[config.mk]
export PLATFORM = sky130hd
export DESIGN_NAME = axi_lite_subsys_top
export DESIGN_NICKNAME = d
export VERILOG_FILES = /design/src/hw/axi_bridge_pkg.sv /design/src/hw/axi_lite_subsys_top.sv /design/src/hw/lite_reg_bank.sv /design/src/hw/axi_to_lite_ctrl.sv /design/src/hw/meta_fifo.sv
export VERILOG_INCLUDE_DIRS = /design/src /design/src/hw
export SDC_FILE = /design/constraint.sdc
export NUM_CORES = 1
export LEC_CHECK = 0
export BUFFER_PORTS_ARGS = -buffer_cell sky130_fd_sc_hd__buf_2
export CAP_MARGIN = 20
export CORE_MARGIN = 8
export CORE_UTILIZATION = 48
export CTS_CLUSTER_DIAMETER = 100
export DETAILED_ROUTE_END_ITERATION = 8
export PLACE_DENSITY = 0.68
export SYNTH_ARGS = -nofsm -noshare
export SYNTH_HDL_FRONTEND = slang
export SYNTH_SLANG_ARGS = --single-unit
[constraint.sdc]
create_clock -name clk_i -period 3.6 [get_ports clk_i]
set_input_delay 0.36 -clock clk_i [delete_from_list [all_inputs] [get_ports clk_i]]
set_output_delay 0.36 -clock clk_i [all_outputs]
set_load 0.01 [all_outputs]
[src/hw/axi_lite_macros.svh]
// AXI bridge tile widths
`ifndef AXI_LITE_MACROS_SVH
`define AXI_LITE_MACROS_SVH

// Byte address width of both ports
`define AXI_ADDR_W 12
// Data width of both ports
`define AXI_DATA_W 32
// Transaction ID width on the AXI4 side
`define AXI_ID_W 4
// User sideband width on the AXI4 side
`define AXI_USER_W 2

// Outstanding transactions the adapter can track
`define AXI_PEND_RD 4
`define AXI_PEND_WR 4

// Register bank size in 32-bit words
`define REG_COUNT 16
// Read responses the bank can hold before it stalls AR
`define RD_QUEUE_DEPTH 2

`endif
[src/hw/axi_bridge_pkg.sv]
// AXI bridge shared types
`include "axi_lite_macros.svh"

package axi_bridge_pkg;

  // Bus field types
  typedef logic [`AXI_ADDR_W-1:0]   addr_t;
  typedef logic [`AXI_DATA_W-1:0]   data_t;
  // One strobe bit per data byte
  typedef logic [`AXI_DATA_W/8-1:0] strb_t;
  typedef logic [`AXI_ID_W-1:0]     id_t;
  typedef logic [`AXI_USER_W-1:0]   user_t;

  // Response codes used by the register bank
  typedef enum logic [1:0] {
    RESP_OKAY   = 2'b00,
    RESP_SLVERR = 2'b10
  } axi_resp_t;

  // Per-transaction metadata held by the adapter
  // Stripped on the way in, restored on B and R
  typedef struct packed {
    id_t   id;
    user_t user;
  } meta_t;

  // One queued read response inside the bank
  typedef struct packed {
    data_t     data;
    axi_resp_t resp;
  } lite_r_t;

endpackage

[src/hw/axi_lite_subsys_top.sv]
// AXI to Lite bridge tile
`timescale 1ns/100ps

module axi_lite_subsys_top import axi_bridge_pkg::*; (
  input  logic      clk_i,
  input  logic      arst_n_i,
  // AXI4 slave port
  input  logic      s_aw_valid_i,
  output logic      s_aw_ready_o,
  input  id_t       s_aw_id_i,
  input  addr_t     s_aw_addr_i,
  input  user_t     s_aw_user_i,
  input  logic      s_w_valid_i,
  output logic      s_w_ready_o,
  input  data_t     s_w_data_i,
  input  strb_t     s_w_strb_i,
  output logic      s_b_valid_o,
  input  logic      s_b_ready_i,
  output id_t       s_b_id_o,
  output axi_resp_t s_b_resp_o,
  output user_t     s_b_user_o,
  input  logic      s_ar_valid_i,
  output logic      s_ar_ready_o,
  input  id_t       s_ar_id_i,
  input  addr_t     s_ar_addr_i,
  input  user_t     s_ar_user_i,
  output logic      s_r_valid_o,
  input  logic      s_r_ready_i,
  output id_t       s_r_id_o,
  output data_t     s_r_data_o,
  output axi_resp_t s_r_resp_o,
  output logic      s_r_last_o,
  output user_t     s_r_user_o
);

  // Lite link between adapter and bank
  logic      lite_aw_valid;
  logic      lite_aw_ready;
  addr_t     lite_aw_addr;
  logic      lite_w_valid;
  logic      lite_w_ready;
  data_t     lite_w_data;
  strb_t     lite_w_strb;
  logic      lite_b_valid;
  logic      lite_b_ready;
  axi_resp_t lite_b_resp;
  logic      lite_ar_valid;
  logic      lite_ar_ready;
  addr_t     lite_ar_addr;
  logic      lite_r_valid;
  logic      lite_r_ready;
  data_t     lite_r_data;
  axi_resp_t lite_r_resp;

  // ID and USER stripped here and restored on responses
  axi_to_lite_ctrl i_ctrl (
    .clk_i, .arst_n_i,
    .s_aw_valid_i, .s_aw_ready_o, .s_aw_id_i, .s_aw_addr_i, .s_aw_user_i,
    .s_w_valid_i, .s_w_ready_o, .s_w_data_i, .s_w_strb_i,
    .s_b_valid_o, .s_b_ready_i, .s_b_id_o, .s_b_resp_o, .s_b_user_o,
    .s_ar_valid_i, .s_ar_ready_o, .s_ar_id_i, .s_ar_addr_i, .s_ar_user_i,
    .s_r_valid_o, .s_r_ready_i, .s_r_id_o, .s_r_data_o, .s_r_resp_o,
    .s_r_last_o, .s_r_user_o,
    .m_aw_valid_o (lite_aw_valid),
    .m_aw_ready_i (lite_aw_ready),
    .m_aw_addr_o  (lite_aw_addr),
    .m_w_valid_o  (lite_w_valid),
    .m_w_ready_i  (lite_w_ready),
    .m_w_data_o   (lite_w_data),
    .m_w_strb_o   (lite_w_strb),
    .m_b_valid_i  (lite_b_valid),
    .m_b_ready_o  (lite_b_ready),
    .m_b_resp_i   (lite_b_resp),
    .m_ar_valid_o (lite_ar_valid),
    .m_ar_ready_i (lite_ar_ready),
    .m_ar_addr_o  (lite_ar_addr),
    .m_r_valid_i  (lite_r_valid),
    .m_r_ready_o  (lite_r_ready),
    .m_r_data_i   (lite_r_data),
    .m_r_resp_i   (lite_r_resp)
  );

  // Register bank answers every request locally
  lite_reg_bank i_bank (
    .clk_i      (clk_i),
    .arst_n_i   (arst_n_i),
    .aw_valid_i (lite_aw_valid),
    .aw_ready_o (lite_aw_ready),
    .aw_addr_i  (lite_aw_addr),
    .w_valid_i  (lite_w_valid),
    .w_ready_o  (lite_w_ready),
    .w_data_i   (lite_w_data),
    .w_strb_i   (lite_w_strb),
    .b_valid_o  (lite_b_valid),
    .b_ready_i  (lite_b_ready),
    .b_resp_o   (lite_b_resp),
    .ar_valid_i (lite_ar_valid),
    .ar_ready_o (lite_ar_ready),
    .ar_addr_i  (lite_ar_addr),
    .r_valid_o  (lite_r_valid),
    .r_ready_i  (lite_r_ready),
    .r_data_o   (lite_r_data),
    .r_resp_o   (lite_r_resp)
  );

endmodule

[src/hw/lite_reg_bank.sv]
// AXI4-Lite register bank
`timescale 1ns/100ps

`include "axi_lite_macros.svh"

module lite_reg_bank import axi_bridge_pkg::*; (
  input  logic      clk_i,
  input  logic      arst_n_i,
  // AW channel
  input  logic      aw_valid_i,
  output logic      aw_ready_o,
  input  addr_t     aw_addr_i,
  // W channel
  input  logic      w_valid_i,
  output logic      w_ready_o,
  input  data_t     w_data_i,
  input  strb_t     w_strb_i,
  // B channel
  output logic      b_valid_o,
  input  logic      b_ready_i,
  output axi_resp_t b_resp_o,
  // AR channel
  input  logic      ar_valid_i,
  output logic      ar_ready_o,
  input  addr_t     ar_addr_i,
  // R channel
  output logic      r_valid_o,
  input  logic      r_ready_i,
  output data_t     r_data_o,
  output axi_resp_t r_resp_o
);

  // Word address drops the two byte-offset bits
  localparam int unsigned WORD_W = `AXI_ADDR_W - 2;
  localparam int unsigned IDX_W  = $clog2(`REG_COUNT);
  localparam int unsigned NBYTES = `AXI_DATA_W / 8;

  data_t             regs_q [`REG_COUNT];
  logic [WORD_W-1:0] wr_word;
  logic [WORD_W-1:0] rd_word;
  logic              wr_hit;
  logic              rd_hit;
  logic              wr_accept;
  logic              b_valid_q;
  axi_resp_t         b_resp_q;
  lite_r_t           rd_entry;
  lite_r_t           rd_head;
  logic              rd_full;
  logic              rd_empty;

  // Address decode
  assign wr_word = aw_addr_i[`AXI_ADDR_W-1:2];
  assign rd_word = ar_addr_i[`AXI_ADDR_W-1:2];
  assign wr_hit  = (wr_word < WORD_W'(`REG_COUNT));
  assign rd_hit  = (rd_word < WORD_W'(`REG_COUNT));

  // AW and W are taken together, one write at a time
  assign wr_accept  = aw_valid_i & w_valid_i & ~b_valid_q;
  assign aw_ready_o = w_valid_i & ~b_valid_q;
  assign w_ready_o  = aw_valid_i & ~b_valid_q;
  assign b_valid_o  = b_valid_q;
  assign b_resp_o   = b_resp_q;

  // Byte-merged register update, unmapped writes dropped
  always_ff @(posedge clk_i or negedge arst_n_i) begin
    if (!arst_n_i) begin
      for (int i = 0; i < `REG_COUNT; i++) begin
        regs_q[i] <= '0;
      end
    end else if (wr_accept && wr_hit) begin
      for (int b = 0; b < NBYTES; b++) begin
        if (w_strb_i[b]) begin
          regs_q[wr_word[IDX_W-1:0]][8*b +: 8] <= w_data_i[8*b +: 8];
        end
      end
    end
  end

  // B raised the cycle after the write, held until taken
  always_ff @(posedge clk_i or negedge arst_n_i) begin
    if (!arst_n_i) begin
      b_valid_q <= 1'b0;
    end else if (wr_accept) begin
      b_valid_q <= 1'b1;
    end else if (b_ready_i) begin
      b_valid_q <= 1'b0;
    end
  end

  always_ff @(posedge clk_i) begin
    if (wr_accept) begin
      b_resp_q <= wr_hit ? RESP_OKAY : RESP_SLVERR;
    end
  end

  // Read response captured at acceptance, zero data when unmapped
  always_comb begin
    rd_entry.data = rd_hit ? regs_q[rd_word[IDX_W-1:0]] : '0;
    rd_entry.resp = rd_hit ? RESP_OKAY : RESP_SLVERR;
  end

  // AR open whenever the queue has room
  assign ar_ready_o = ~rd_full;

  meta_fifo #(
    .dtype (lite_r_t),
    .DEPTH (`RD_QUEUE_DEPTH)
  ) i_rd_queue (
    .clk_i    (clk_i),
    .arst_n_i (arst_n_i),
    .push_i   (ar_valid_i & ~rd_full),
    .data_i   (rd_entry),
    .pop_i    (r_valid_o & r_ready_i),
    .data_o   (rd_head),
    .full_o   (rd_full),
    .empty_o  (rd_empty)
  );

  // R driven from the queue head
  assign r_valid_o = ~rd_empty;
  assign r_data_o  = rd_head.data;
  assign r_resp_o  = rd_head.resp;

  // A stalled B keeps its response code
  a_b_stable: assert property (@(posedge clk_i) disable iff (!arst_n_i)
    b_valid_o && !b_ready_i |=> b_valid_o && $stable(b_resp_o))
    else $error("B response changed while stalled");

endmodule

[src/hw/axi_to_lite_ctrl.sv]
// AXI4 to AXI4-Lite adapter
`timescale 1ns/100ps

`include "axi_lite_macros.svh"

module axi_to_lite_ctrl import axi_bridge_pkg::*; (
  input  logic      clk_i,
  input  logic      arst_n_i,
  // Slave AW channel
  input  logic      s_aw_valid_i,
  output logic      s_aw_ready_o,
  input  id_t       s_aw_id_i,
  input  addr_t     s_aw_addr_i,
  input  user_t     s_aw_user_i,
  // Slave W channel
  input  logic      s_w_valid_i,
  output logic      s_w_ready_o,
  input  data_t     s_w_data_i,
  input  strb_t     s_w_strb_i,
  // Slave B channel
  output logic      s_b_valid_o,
  input  logic      s_b_ready_i,
  output id_t       s_b_id_o,
  output axi_resp_t s_b_resp_o,
  output user_t     s_b_user_o,
  // Slave AR channel
  input  logic      s_ar_valid_i,
  output logic      s_ar_ready_o,
  input  id_t       s_ar_id_i,
  input  addr_t     s_ar_addr_i,
  input  user_t     s_ar_user_i,
  // Slave R channel
  output logic      s_r_valid_o,
  input  logic      s_r_ready_i,
  output id_t       s_r_id_o,
  output data_t     s_r_data_o,
  output axi_resp_t s_r_resp_o,
  output logic      s_r_last_o,
  output user_t     s_r_user_o,
  // Lite master side
  output logic      m_aw_valid_o,
  input  logic      m_aw_ready_i,
  output addr_t     m_aw_addr_o,
  output logic      m_w_valid_o,
  input  logic      m_w_ready_i,
  output data_t     m_w_data_o,
  output strb_t     m_w_strb_o,
  input  logic      m_b_valid_i,
  output logic      m_b_ready_o,
  input  axi_resp_t m_b_resp_i,
  output logic      m_ar_valid_o,
  input  logic      m_ar_ready_i,
  output addr_t     m_ar_addr_o,
  input  logic      m_r_valid_i,
  output logic      m_r_ready_o,
  input  data_t     m_r_data_i,
  input  axi_resp_t m_r_resp_i
);

  meta_t wr_meta_head;
  meta_t rd_meta_head;
  logic  wr_full;
  logic  wr_empty;
  logic  rd_full;
  logic  rd_empty;

  // Write metadata, pushed on AW and popped on B
  meta_fifo #(
    .dtype (meta_t),
    .DEPTH (`AXI_PEND_WR)
  ) i_wr_meta_fifo (
    .clk_i    (clk_i),
    .arst_n_i (arst_n_i),
    .push_i   (s_aw_valid_i & s_aw_ready_o),
    .data_i   ('{id: s_aw_id_i, user: s_aw_user_i}),
    .pop_i    (s_b_valid_o & s_b_ready_i),
    .data_o   (wr_meta_head),
    .full_o   (wr_full),
    .empty_o  (wr_empty)
  );

  // Read metadata, pushed on AR and popped on R
  meta_fifo #(
    .dtype (meta_t),
    .DEPTH (`AXI_PEND_RD)
  ) i_rd_meta_fifo (
    .clk_i    (clk_i),
    .arst_n_i (arst_n_i),
    .push_i   (s_ar_valid_i & s_ar_ready_o),
    .data_i   ('{id: s_ar_id_i, user: s_ar_user_i}),
    .pop_i    (s_r_valid_o & s_r_ready_i),
    .data_o   (rd_meta_head),
    .full_o   (rd_full),
    .empty_o  (rd_empty)
  );

  // Address channels close while the matching FIFO is full
  assign m_aw_valid_o = s_aw_valid_i & ~wr_full;
  assign s_aw_ready_o = m_aw_ready_i & ~wr_full;
  assign m_aw_addr_o  = s_aw_addr_i;
  assign m_ar_valid_o = s_ar_valid_i & ~rd_full;
  assign s_ar_ready_o = m_ar_ready_i & ~rd_full;
  assign m_ar_addr_o  = s_ar_addr_i;

  // Write data passes straight through
  assign m_w_valid_o = s_w_valid_i;
  assign s_w_ready_o = m_w_ready_i;
  assign m_w_data_o  = s_w_data_i;
  assign m_w_strb_o  = s_w_strb_i;

  // Responses get id and user back from the FIFO heads
  assign s_b_valid_o = m_b_valid_i;
  assign m_b_ready_o = s_b_ready_i;
  assign s_b_resp_o  = m_b_resp_i;
  assign s_b_id_o    = wr_meta_head.id;
  assign s_b_user_o  = wr_meta_head.user;
  assign s_r_valid_o = m_r_valid_i;
  assign m_r_ready_o = s_r_ready_i;
  assign s_r_data_o  = m_r_data_i;
  assign s_r_resp_o  = m_r_resp_i;
  // Single-beat reads only
  assign s_r_last_o  = 1'b1;
  assign s_r_id_o    = rd_meta_head.id;
  assign s_r_user_o  = rd_meta_head.user;

  // Bank never answers a request the adapter did not forward
  a_b_has_meta: assert property (@(posedge clk_i) disable iff (!arst_n_i)
    m_b_valid_i |-> !wr_empty)
    else $error("B response without stored write metadata");

  a_r_has_meta: assert property (@(posedge clk_i) disable iff (!arst_n_i)
    m_r_valid_i |-> !rd_empty)
    else $error("R response without stored read metadata");

endmodule

[src/hw/meta_fifo.sv]
// Small synchronous FIFO
`timescale 1ns/100ps

module meta_fifo #(
  // Payload type of one entry
  parameter type         dtype = logic,
  // Number of entries
  parameter int unsigned DEPTH = 2
) (
  input  logic clk_i,
  input  logic arst_n_i,
  // Write side
  input  logic push_i,
  input  dtype data_i,
  // Read side
  input  logic pop_i,
  output dtype data_o,
  // Status flags
  output logic full_o,
  output logic empty_o
);

  // Pointers keep at least one bit for a single-entry FIFO
  localparam int unsigned PTR_W = (DEPTH > 1) ? $clog2(DEPTH) : 1;
  // Count must reach DEPTH itself
  localparam int unsigned CNT_W = $clog2(DEPTH + 1);

  dtype             mem_q [DEPTH];
  logic [PTR_W-1:0] wr_ptr_q;
  logic [PTR_W-1:0] rd_ptr_q;
  logic [CNT_W-1:0] count_q;

  // Flags straight from occupancy
  assign full_o  = (count_q == CNT_W'(DEPTH));
  assign empty_o = (count_q == '0);
  // Head entry is always visible
  assign data_o  = mem_q[rd_ptr_q];

  // Entry write at the tail
  always_ff @(posedge clk_i) begin
    if (push_i) begin
      mem_q[wr_ptr_q] <= data_i;
    end
  end

  // Pointers wrap at DEPTH, not at a power of two
  always_ff @(posedge clk_i or negedge arst_n_i) begin
    if (!arst_n_i) begin
      wr_ptr_q <= '0;
      rd_ptr_q <= '0;
      count_q  <= '0;
    end else begin
      if (push_i) begin
        wr_ptr_q <= (wr_ptr_q == PTR_W'(DEPTH - 1)) ? '0 : wr_ptr_q + 1'b1;
      end
      if (pop_i) begin
        rd_ptr_q <= (rd_ptr_q == PTR_W'(DEPTH - 1)) ? '0 : rd_ptr_q + 1'b1;
      end
      // Push and pop together leave the count unchanged
      case ({push_i, pop_i})
        2'b10:   count_q <= count_q + 1'b1;
        2'b01:   count_q <= count_q - 1'b1;
        default: count_q <= count_q;
      endcase
    end
  end

  // Users gate push on room and pop on data
  a_no_overflow: assert property (@(posedge clk_i) disable iff (!arst_n_i)
    push_i |-> !full_o)
    else $error("meta_fifo push while full");

  a_no_underflow: assert property (@(posedge clk_i) disable iff (!arst_n_i)
    pop_i |-> !empty_o)
    else $error("meta_fifo pop while empty");

endmodule

# Word level (Yosys, flattened, before mapping)
# Memories as Yosys holds them, arrays and structs flattened.
# Cells that the tools add are included.
[totals]
reg_bits = 533
ramBits = 116
inputBits = 79
elab_cells = 129
memories = 3
[op_classes]
n_addsub = 12
magnitude_cmp = 5
eq_ne = 13
n_mux = 42
bitwise_logic = 20
reduce_logical = 7
[mem_list]
columns = ["name", "words", "word_bits", "read_ports", "rd_ports_with_merged_regs", "wr", "line_no", "rtl"]
rows = [
  ["i_bank.i_rd_queue.mem_q", 2, 34, 1, 0, 1, "meta_fifo.sv:28", "dtype mem_q [DEPTH];"],
  ["i_ctrl.i_rd_meta_fifo.mem_q", 4, 6, 1, 0, 1, "meta_fifo.sv:28", ""],
  ["i_ctrl.i_wr_meta_fifo.mem_q", 4, 6, 1, 0, 1, "meta_fifo.sv:28", ""],
]
[op_table]
columns = ["operator", "n"]
rows = [
  ["$mux 512", 7],
  ["$bwmux 512", 4],
  ["$demux 32 s4", 4],
  ["$bmux 32 s4", 1],
  ["$mux 32", 4],
  ["$mux 24", 1],
  ["$lt 10x5->1 const B", 2],
  ["$eq 2x2->1 const B", 8],
  ["$mux 16", 1],
  ["$and 1x1->1", 13],
  ["$mux 2", 6],
  ["$pmux 3 s2", 2],
  ["$add 2x1->2 const B", 5],
  ["$ge 5x5->1 const B", 2],
  ["$mux 1", 10],
  ["$not 4->5", 2],
  ["$mux 8", 1],
  ["$reduce_bool 2->1", 4],
  ["$add 3x1->3 const B", 2],
  ["$eq 2x1->1 const B", 3],
  ["$eq 3x3->1 const B", 2],
  ["$sub 3x1->3 const B", 2],
  ["$lt 5x1->1 const B", 1],
  ["$not 1->1", 5],
  ["5 further kinds", 7],
]

# Depth between registers and ports, before layout
[logic_depth]
depth_word = 16
mapped_depth = 9
ltp_nobuf = 9

# By module
# A second synthesis with hierarchy kept.
[unflattened]
cells_unflattened = 1797
hier_area_um2 = 29373.2
[by_module_without_submodules]
columns = ["mod", "n_inst", "cells_per_inst", "area_per_inst_um2", "seq_area_each_um2"]
rows = [
  ["lite_reg_bank", 1, 1423, 23179.7, 12867.3],
  ["meta_fifo (i_bank.i_rd_queue)", 1, 122, 2788.9, 2142.1],
  ["meta_fifo (i_ctrl.i_rd_meta_fifo ...)", 2, 70, 1286.2, 895.9],
  ["axi_to_lite_ctrl", 1, 112, 832.0, 0.0],
]

# Worst setup path before layout
# Ideal clock, no wire load.
[synth_timing]
kind = "register to register"
from = "register i_bank.i_rd_queue.count_q[1]"
to = "memory i_bank.i_rd_queue.mem_q[0][10] (netlist bit), enable pin"
setup_time_ps = 423
arrival_time_ps = 2595
setup_slack_ps = 582
stages_incl_launch_ff = 6
n_path_buf = 0
period_less_slack_ps = 3018
path_cell_list = "dfrtp_1 -> nor2b_1 -> a21oi_1 -> and2_1 -> inv_1 -> nor2_1"
[synth_via]
elab_chain_cells = 5
[synth_lines]
columns = ["item", "line_no", "rtl"]
rows = [
  ["from (decl)", "meta_fifo.sv:31", "logic [CNT_W-1:0] count_q;"],
  ["from (signal assigned)", "meta_fifo.sv:61", "2'b10: count_q <= count_q + 1'b1;"],
  ["from (signal assigned)", "meta_fifo.sv:62", "2'b01: count_q <= count_q - 1'b1;"],
  ["from (signal assigned)", "meta_fifo.sv:63", "default: count_q <= count_q;"],
  ["$eq 2x2->1", "meta_fifo.sv:34", "assign full_o = (count_q == CNT_W'(DEPTH));"],
  ["$not 1->1", "lite_reg_bank.sv:111", ".push_i (ar_valid_i & ~rd_full),"],
  ["$and 1x1->1", "lite_reg_bank.sv:111", ""],
  ["$mux 1", "meta_fifo.sv:41", "if (push_i) begin"],
  ["$mux 1 (implied by the code)", "meta_fifo.sv:42", "mem_q[wr_ptr_q] <= data_i;"],
  ["to (decl)", "meta_fifo.sv:28", ""],
]
# No other way between the ends.

# Final worst setup path
[layout_timing]
from = "register i_bank.b_valid_q, in the netlist i_bank.b_valid_o"
to = "register i_bank.regs_q[421] (netlist bit)"
[layout_via]
elab_chain_cells = 3
[layout_lines]
columns = ["item", "line_no", "rtl"]
rows = [
  ["from (decl)", "lite_reg_bank.sv:44", "logic b_valid_q;"],
  ["from (signal assigned)", "lite_reg_bank.sv:82", "b_valid_q <= 1'b0;"],
  ["from (signal assigned)", "lite_reg_bank.sv:84", "b_valid_q <= 1'b1;"],
  ["from (signal assigned)", "lite_reg_bank.sv:86", "b_valid_q <= 1'b0;"],
  ["$not 1->1", "lite_reg_bank.sv:58", "assign wr_accept = aw_valid_i & w_valid_i & ~b_valid_q;"],
  ["$and 1x1->1", "lite_reg_bank.sv:58", ""],
  ["$logic_and 1x1->1", "lite_reg_bank.sv:70", "end else if (wr_accept && wr_hit) begin"],
  ["to (signal, indexed assignment)", "lite_reg_bank.sv:73", "regs_q[wr_word[IDX_W-1:0]][8*b +: 8] <= w_data_i[8*b +: 8];"],
  ["to (decl)", "lite_reg_bank.sv:38", "data_t regs_q [`REG_COUNT];"],
]
# No other way between the ends.
# A chain may end at the register's enable or synchronous reset.

==> metrics.cfg <==
[outcome]
outcome=finished clean

[floorplanning]
initial_core_util=0.484
die_h_um=260
io_pins=133
row_count=89
core_um2=58900
dieArea_um2=67400
die_x_um=260

[timing]
min_period_over_period=0.755
rsz0062_at_grt=false
fmax_ghz=0.368
setup_violations=0
skew_ns=0.0220
maxSlewViolCount=0
slew_headroom=0.402
finalHoldViolations=0
min_period_ns=2.72
fin_setup_tns_ns=0
worst_slew_pin_slew_ns=0.895

[synth]
yosys_most_used_dff=dfrtp_1
syn_area_um2=28500
synth_cell_types=38
synth-async-reset-ratio=0.822
yosys_warnings=0
synth_edf_count=115
ys_ff_latch=646
synth-seq-area-share=0.587
synth.avg_cell_area_um2=16.7
netlist_instances=1709

[clock_network]
cts_tree=built
path_clk_slew_ns=0.06
insertion_delay_ns=0.60
cts.sinks=646
htreeDepth=3
clock_path_buffers=3
cts_root_buf=clkbuf_16
numCtsBuffers=70

[pwr]
cellPowerDensity_nw_per_um2=531
vdd_drop_max_mv=0.550
p_leak_nw=15.2

[global_routing]
grt_pass1_vias=16900
antenna_found_initial=4
track_usage=0.193
overflow=0
grt_max_degree=131
grt_first_pass_wirelength_um=101000

[worst_setup_path]
start_kind=flop
worstSetupPathType=reg -> reg
cp-end-kind=flop
critical_path_required_ns=4.07
arrival_ns=3.19
path_max_fanout=13

[routing]
vias=15300
vias_per_cell=5.73
drt_first_iter_violations=894
routedWlPerCell_um=23.7
drtPass1Iterations=5
wirelength_um=63500
ant_nets=0
drc_errors=0

[finish]
final_util=0.552
final_nets=1943
areaGrowthSynthToFinish_pct=14.1
fin_cells=2678
drive_above_1_share=0.530

[placement]
hpwlAfterDp_um=40200
port_buffers=125
dpl.cell_count=2535
gp_congestion=0.754

[worst_hold_path]
hold_path.class=in -> reg

[flow_run]
cap_violations=0

-- routing by layer --
| layer | vias to the layer above | routed length [um] | track usage |
|---|---|---|---|
| met2 | 289 | 30000 | 0.303 |
| met1 | 8182 | 28800 | 0.271 |
| met4 | 2 | 1420 | 0.0550 |
| met3 | 102 | 3180 | 0.0432 |
| met5 | - | 13 | 0 |
| li1 | 6766 | - | - |
-- worst max-delay path: stages (launching register included) --
cell	delay [ns]
dfrtp_1	0.40
and3b_1	0.64
and4_1	0.51
nand2_1	0.56
mux2_2	0.47
-- final timing paths --
check	from	to	slack [ns]	cells after the start
setup / recovery	i_bank.b_valid_o	i_bank.regs_q[421]	0.88	4
max in group asynchronous	arst_n_i	i_bank.regs_q[450]	2.31	3
min in group asynchronous	arst_n_i	i_bank.regs_q[173]	0.25	2
hold reg to reg	i_ctrl.i_rd_meta_fifo.count_q[2]	i_ctrl.i_rd_meta_fifo.count_q[2]	0.47	1
hold / removal	s_r_ready_i	i_bank.i_rd_queue.rd_ptr_q	0.15	3
setup reg to reg	i_bank.b_valid_o	i_bank.regs_q[421]	0.88	4
-- logic make-up (layout without fill, tap and decap cells) --
kind of cell | Yosys count | in the layout | share of synthesized area
AND/OR/NAND/NOR | 168 | 168 | 0.0335
XOR/XNOR | 11 | 11 | 0.00338
buffers and inverters | 106 | 298 | 0.0152
other | 2 | 6 | 0.000263
adder cells (fa/ha/maj) | 15 | 15 | 0.00711
flip-flops | 646 | 646 | 0.587
AO/OA/AOI/OAI | 38 | 38 | 0.0125
multiplexers | 723 | 723 | 0.341
-- state kept, by name (all words and copies together) (netlist names), 2 cells and up --
register and count:
i_bank.i_rd_queue.count_q 2, i_bank.i_rd_queue.mem_q 66, i_bank.regs_q 512, i_ctrl.i_rd_meta_fifo.count_q 3
i_ctrl.i_rd_meta_fifo.mem_q 24, i_ctrl.i_rd_meta_fifo.rd_ptr_q 2, i_ctrl.i_rd_meta_fifo.wr_ptr_q 2, i_ctrl.i_wr_meta_fifo.count_q 3
i_ctrl.i_wr_meta_fifo.mem_q 24, i_ctrl.i_wr_meta_fifo.rd_ptr_q 2, i_ctrl.i_wr_meta_fifo.wr_ptr_q 2
-- cell usage after synthesis (4+ instances only) --
cell type,n,area (um^2)
inv_1,10,37.5
xnor2_1,8,70.1
nand2_1,52,195
mux2_1,4,45.0
mux2_2,579,6520
nor2b_1,33,206
buf_2,20,100
nor3b_1,5,37.5
nor2_1,13,48.8
and3_1,11,68.8
nor2_2,17,106
edfxtp_1,115,3450
nand4_2,4,50.1
ha_1,13,163
a221o_1,32,320
mux4_2,140,3150
nand2b_1,4,25.0
clkbuf_1,70,263
nor3_1,8,40.0
and4_1,4,35.0
or2_2,5,31.3
dfrtp_1,531,13300
-- final cells by class --
cell class,instances,area [um^2]
multi-input cells,958,11400
clock inverters,19,196
repair buffers,163,1140
inverters,10,37.5
fillers,4616,26400
clock buffers,106,2090
diodes,3,7.51
well taps,773,967
flip-flops and latches,646,16700
-- repair_timing --
action / 4_1_cts / 5_1_grt
hold buffers: 14 / 0
buffers inserted: 0 / 0
resized for setup: 0 / 0
endpoints found under the hold margin: 85 / 0
-- through the flow --
| stage | setup slack, ns | instance area (um^2) | total power, mW | hold slack, ns |
|---|---|---|---|---|
| 2_1_floorplan | 0.582 | 28500 | 9.45 | 0.0644 |
| 3_3_place_gp | 0.896 | 30100 | 10.3 | 0.273 |
| 3_5_place_dp | 0.868 | 30100 | 10.4 | 0.277 |
| 4_1_cts | 0.860 | 32500 | 17.5 | 0.113 |
| 5_1_grt | 0.818 | 32500 | 18.1 | 0.164 |
| 6_report | 0.883 | 32500 | 17.3 | 0.150 |
-- report_power, final --
| part | internal [mW] | leakage, nW | switching [mW] |
|---|---|---|---|
| combinational | 0.937 | 5.60 | 1.13 |
| clock | 4.29 | 1.13 | 2.80 |
| sequential | 7.87 | 8.45 | 0.274 |
-- layout by cell type, fill, tap and decap left out, drive strengths merged, types with 2 or more instances in the layout --
cell	count
mux2	583
dfrtp	531
buf	148
mux4	140
edfxtp	115
clkbuf	107
nand2	52
nor2b	33
nor2	33
a221o	32
clkinv	15
dlygate4sd3	14
ha	13
and3	11
inv	10
nor3	8
xnor2	8
nand4	6
or2	5
nor3b	5
nand2b	4
and4	4
bufinv	4
diode	3
o21ai	3
xor2	3
conb	3
nor4	3
a21o	2
fa	2
Note: power is estimated with default switching activity, not from simulation.
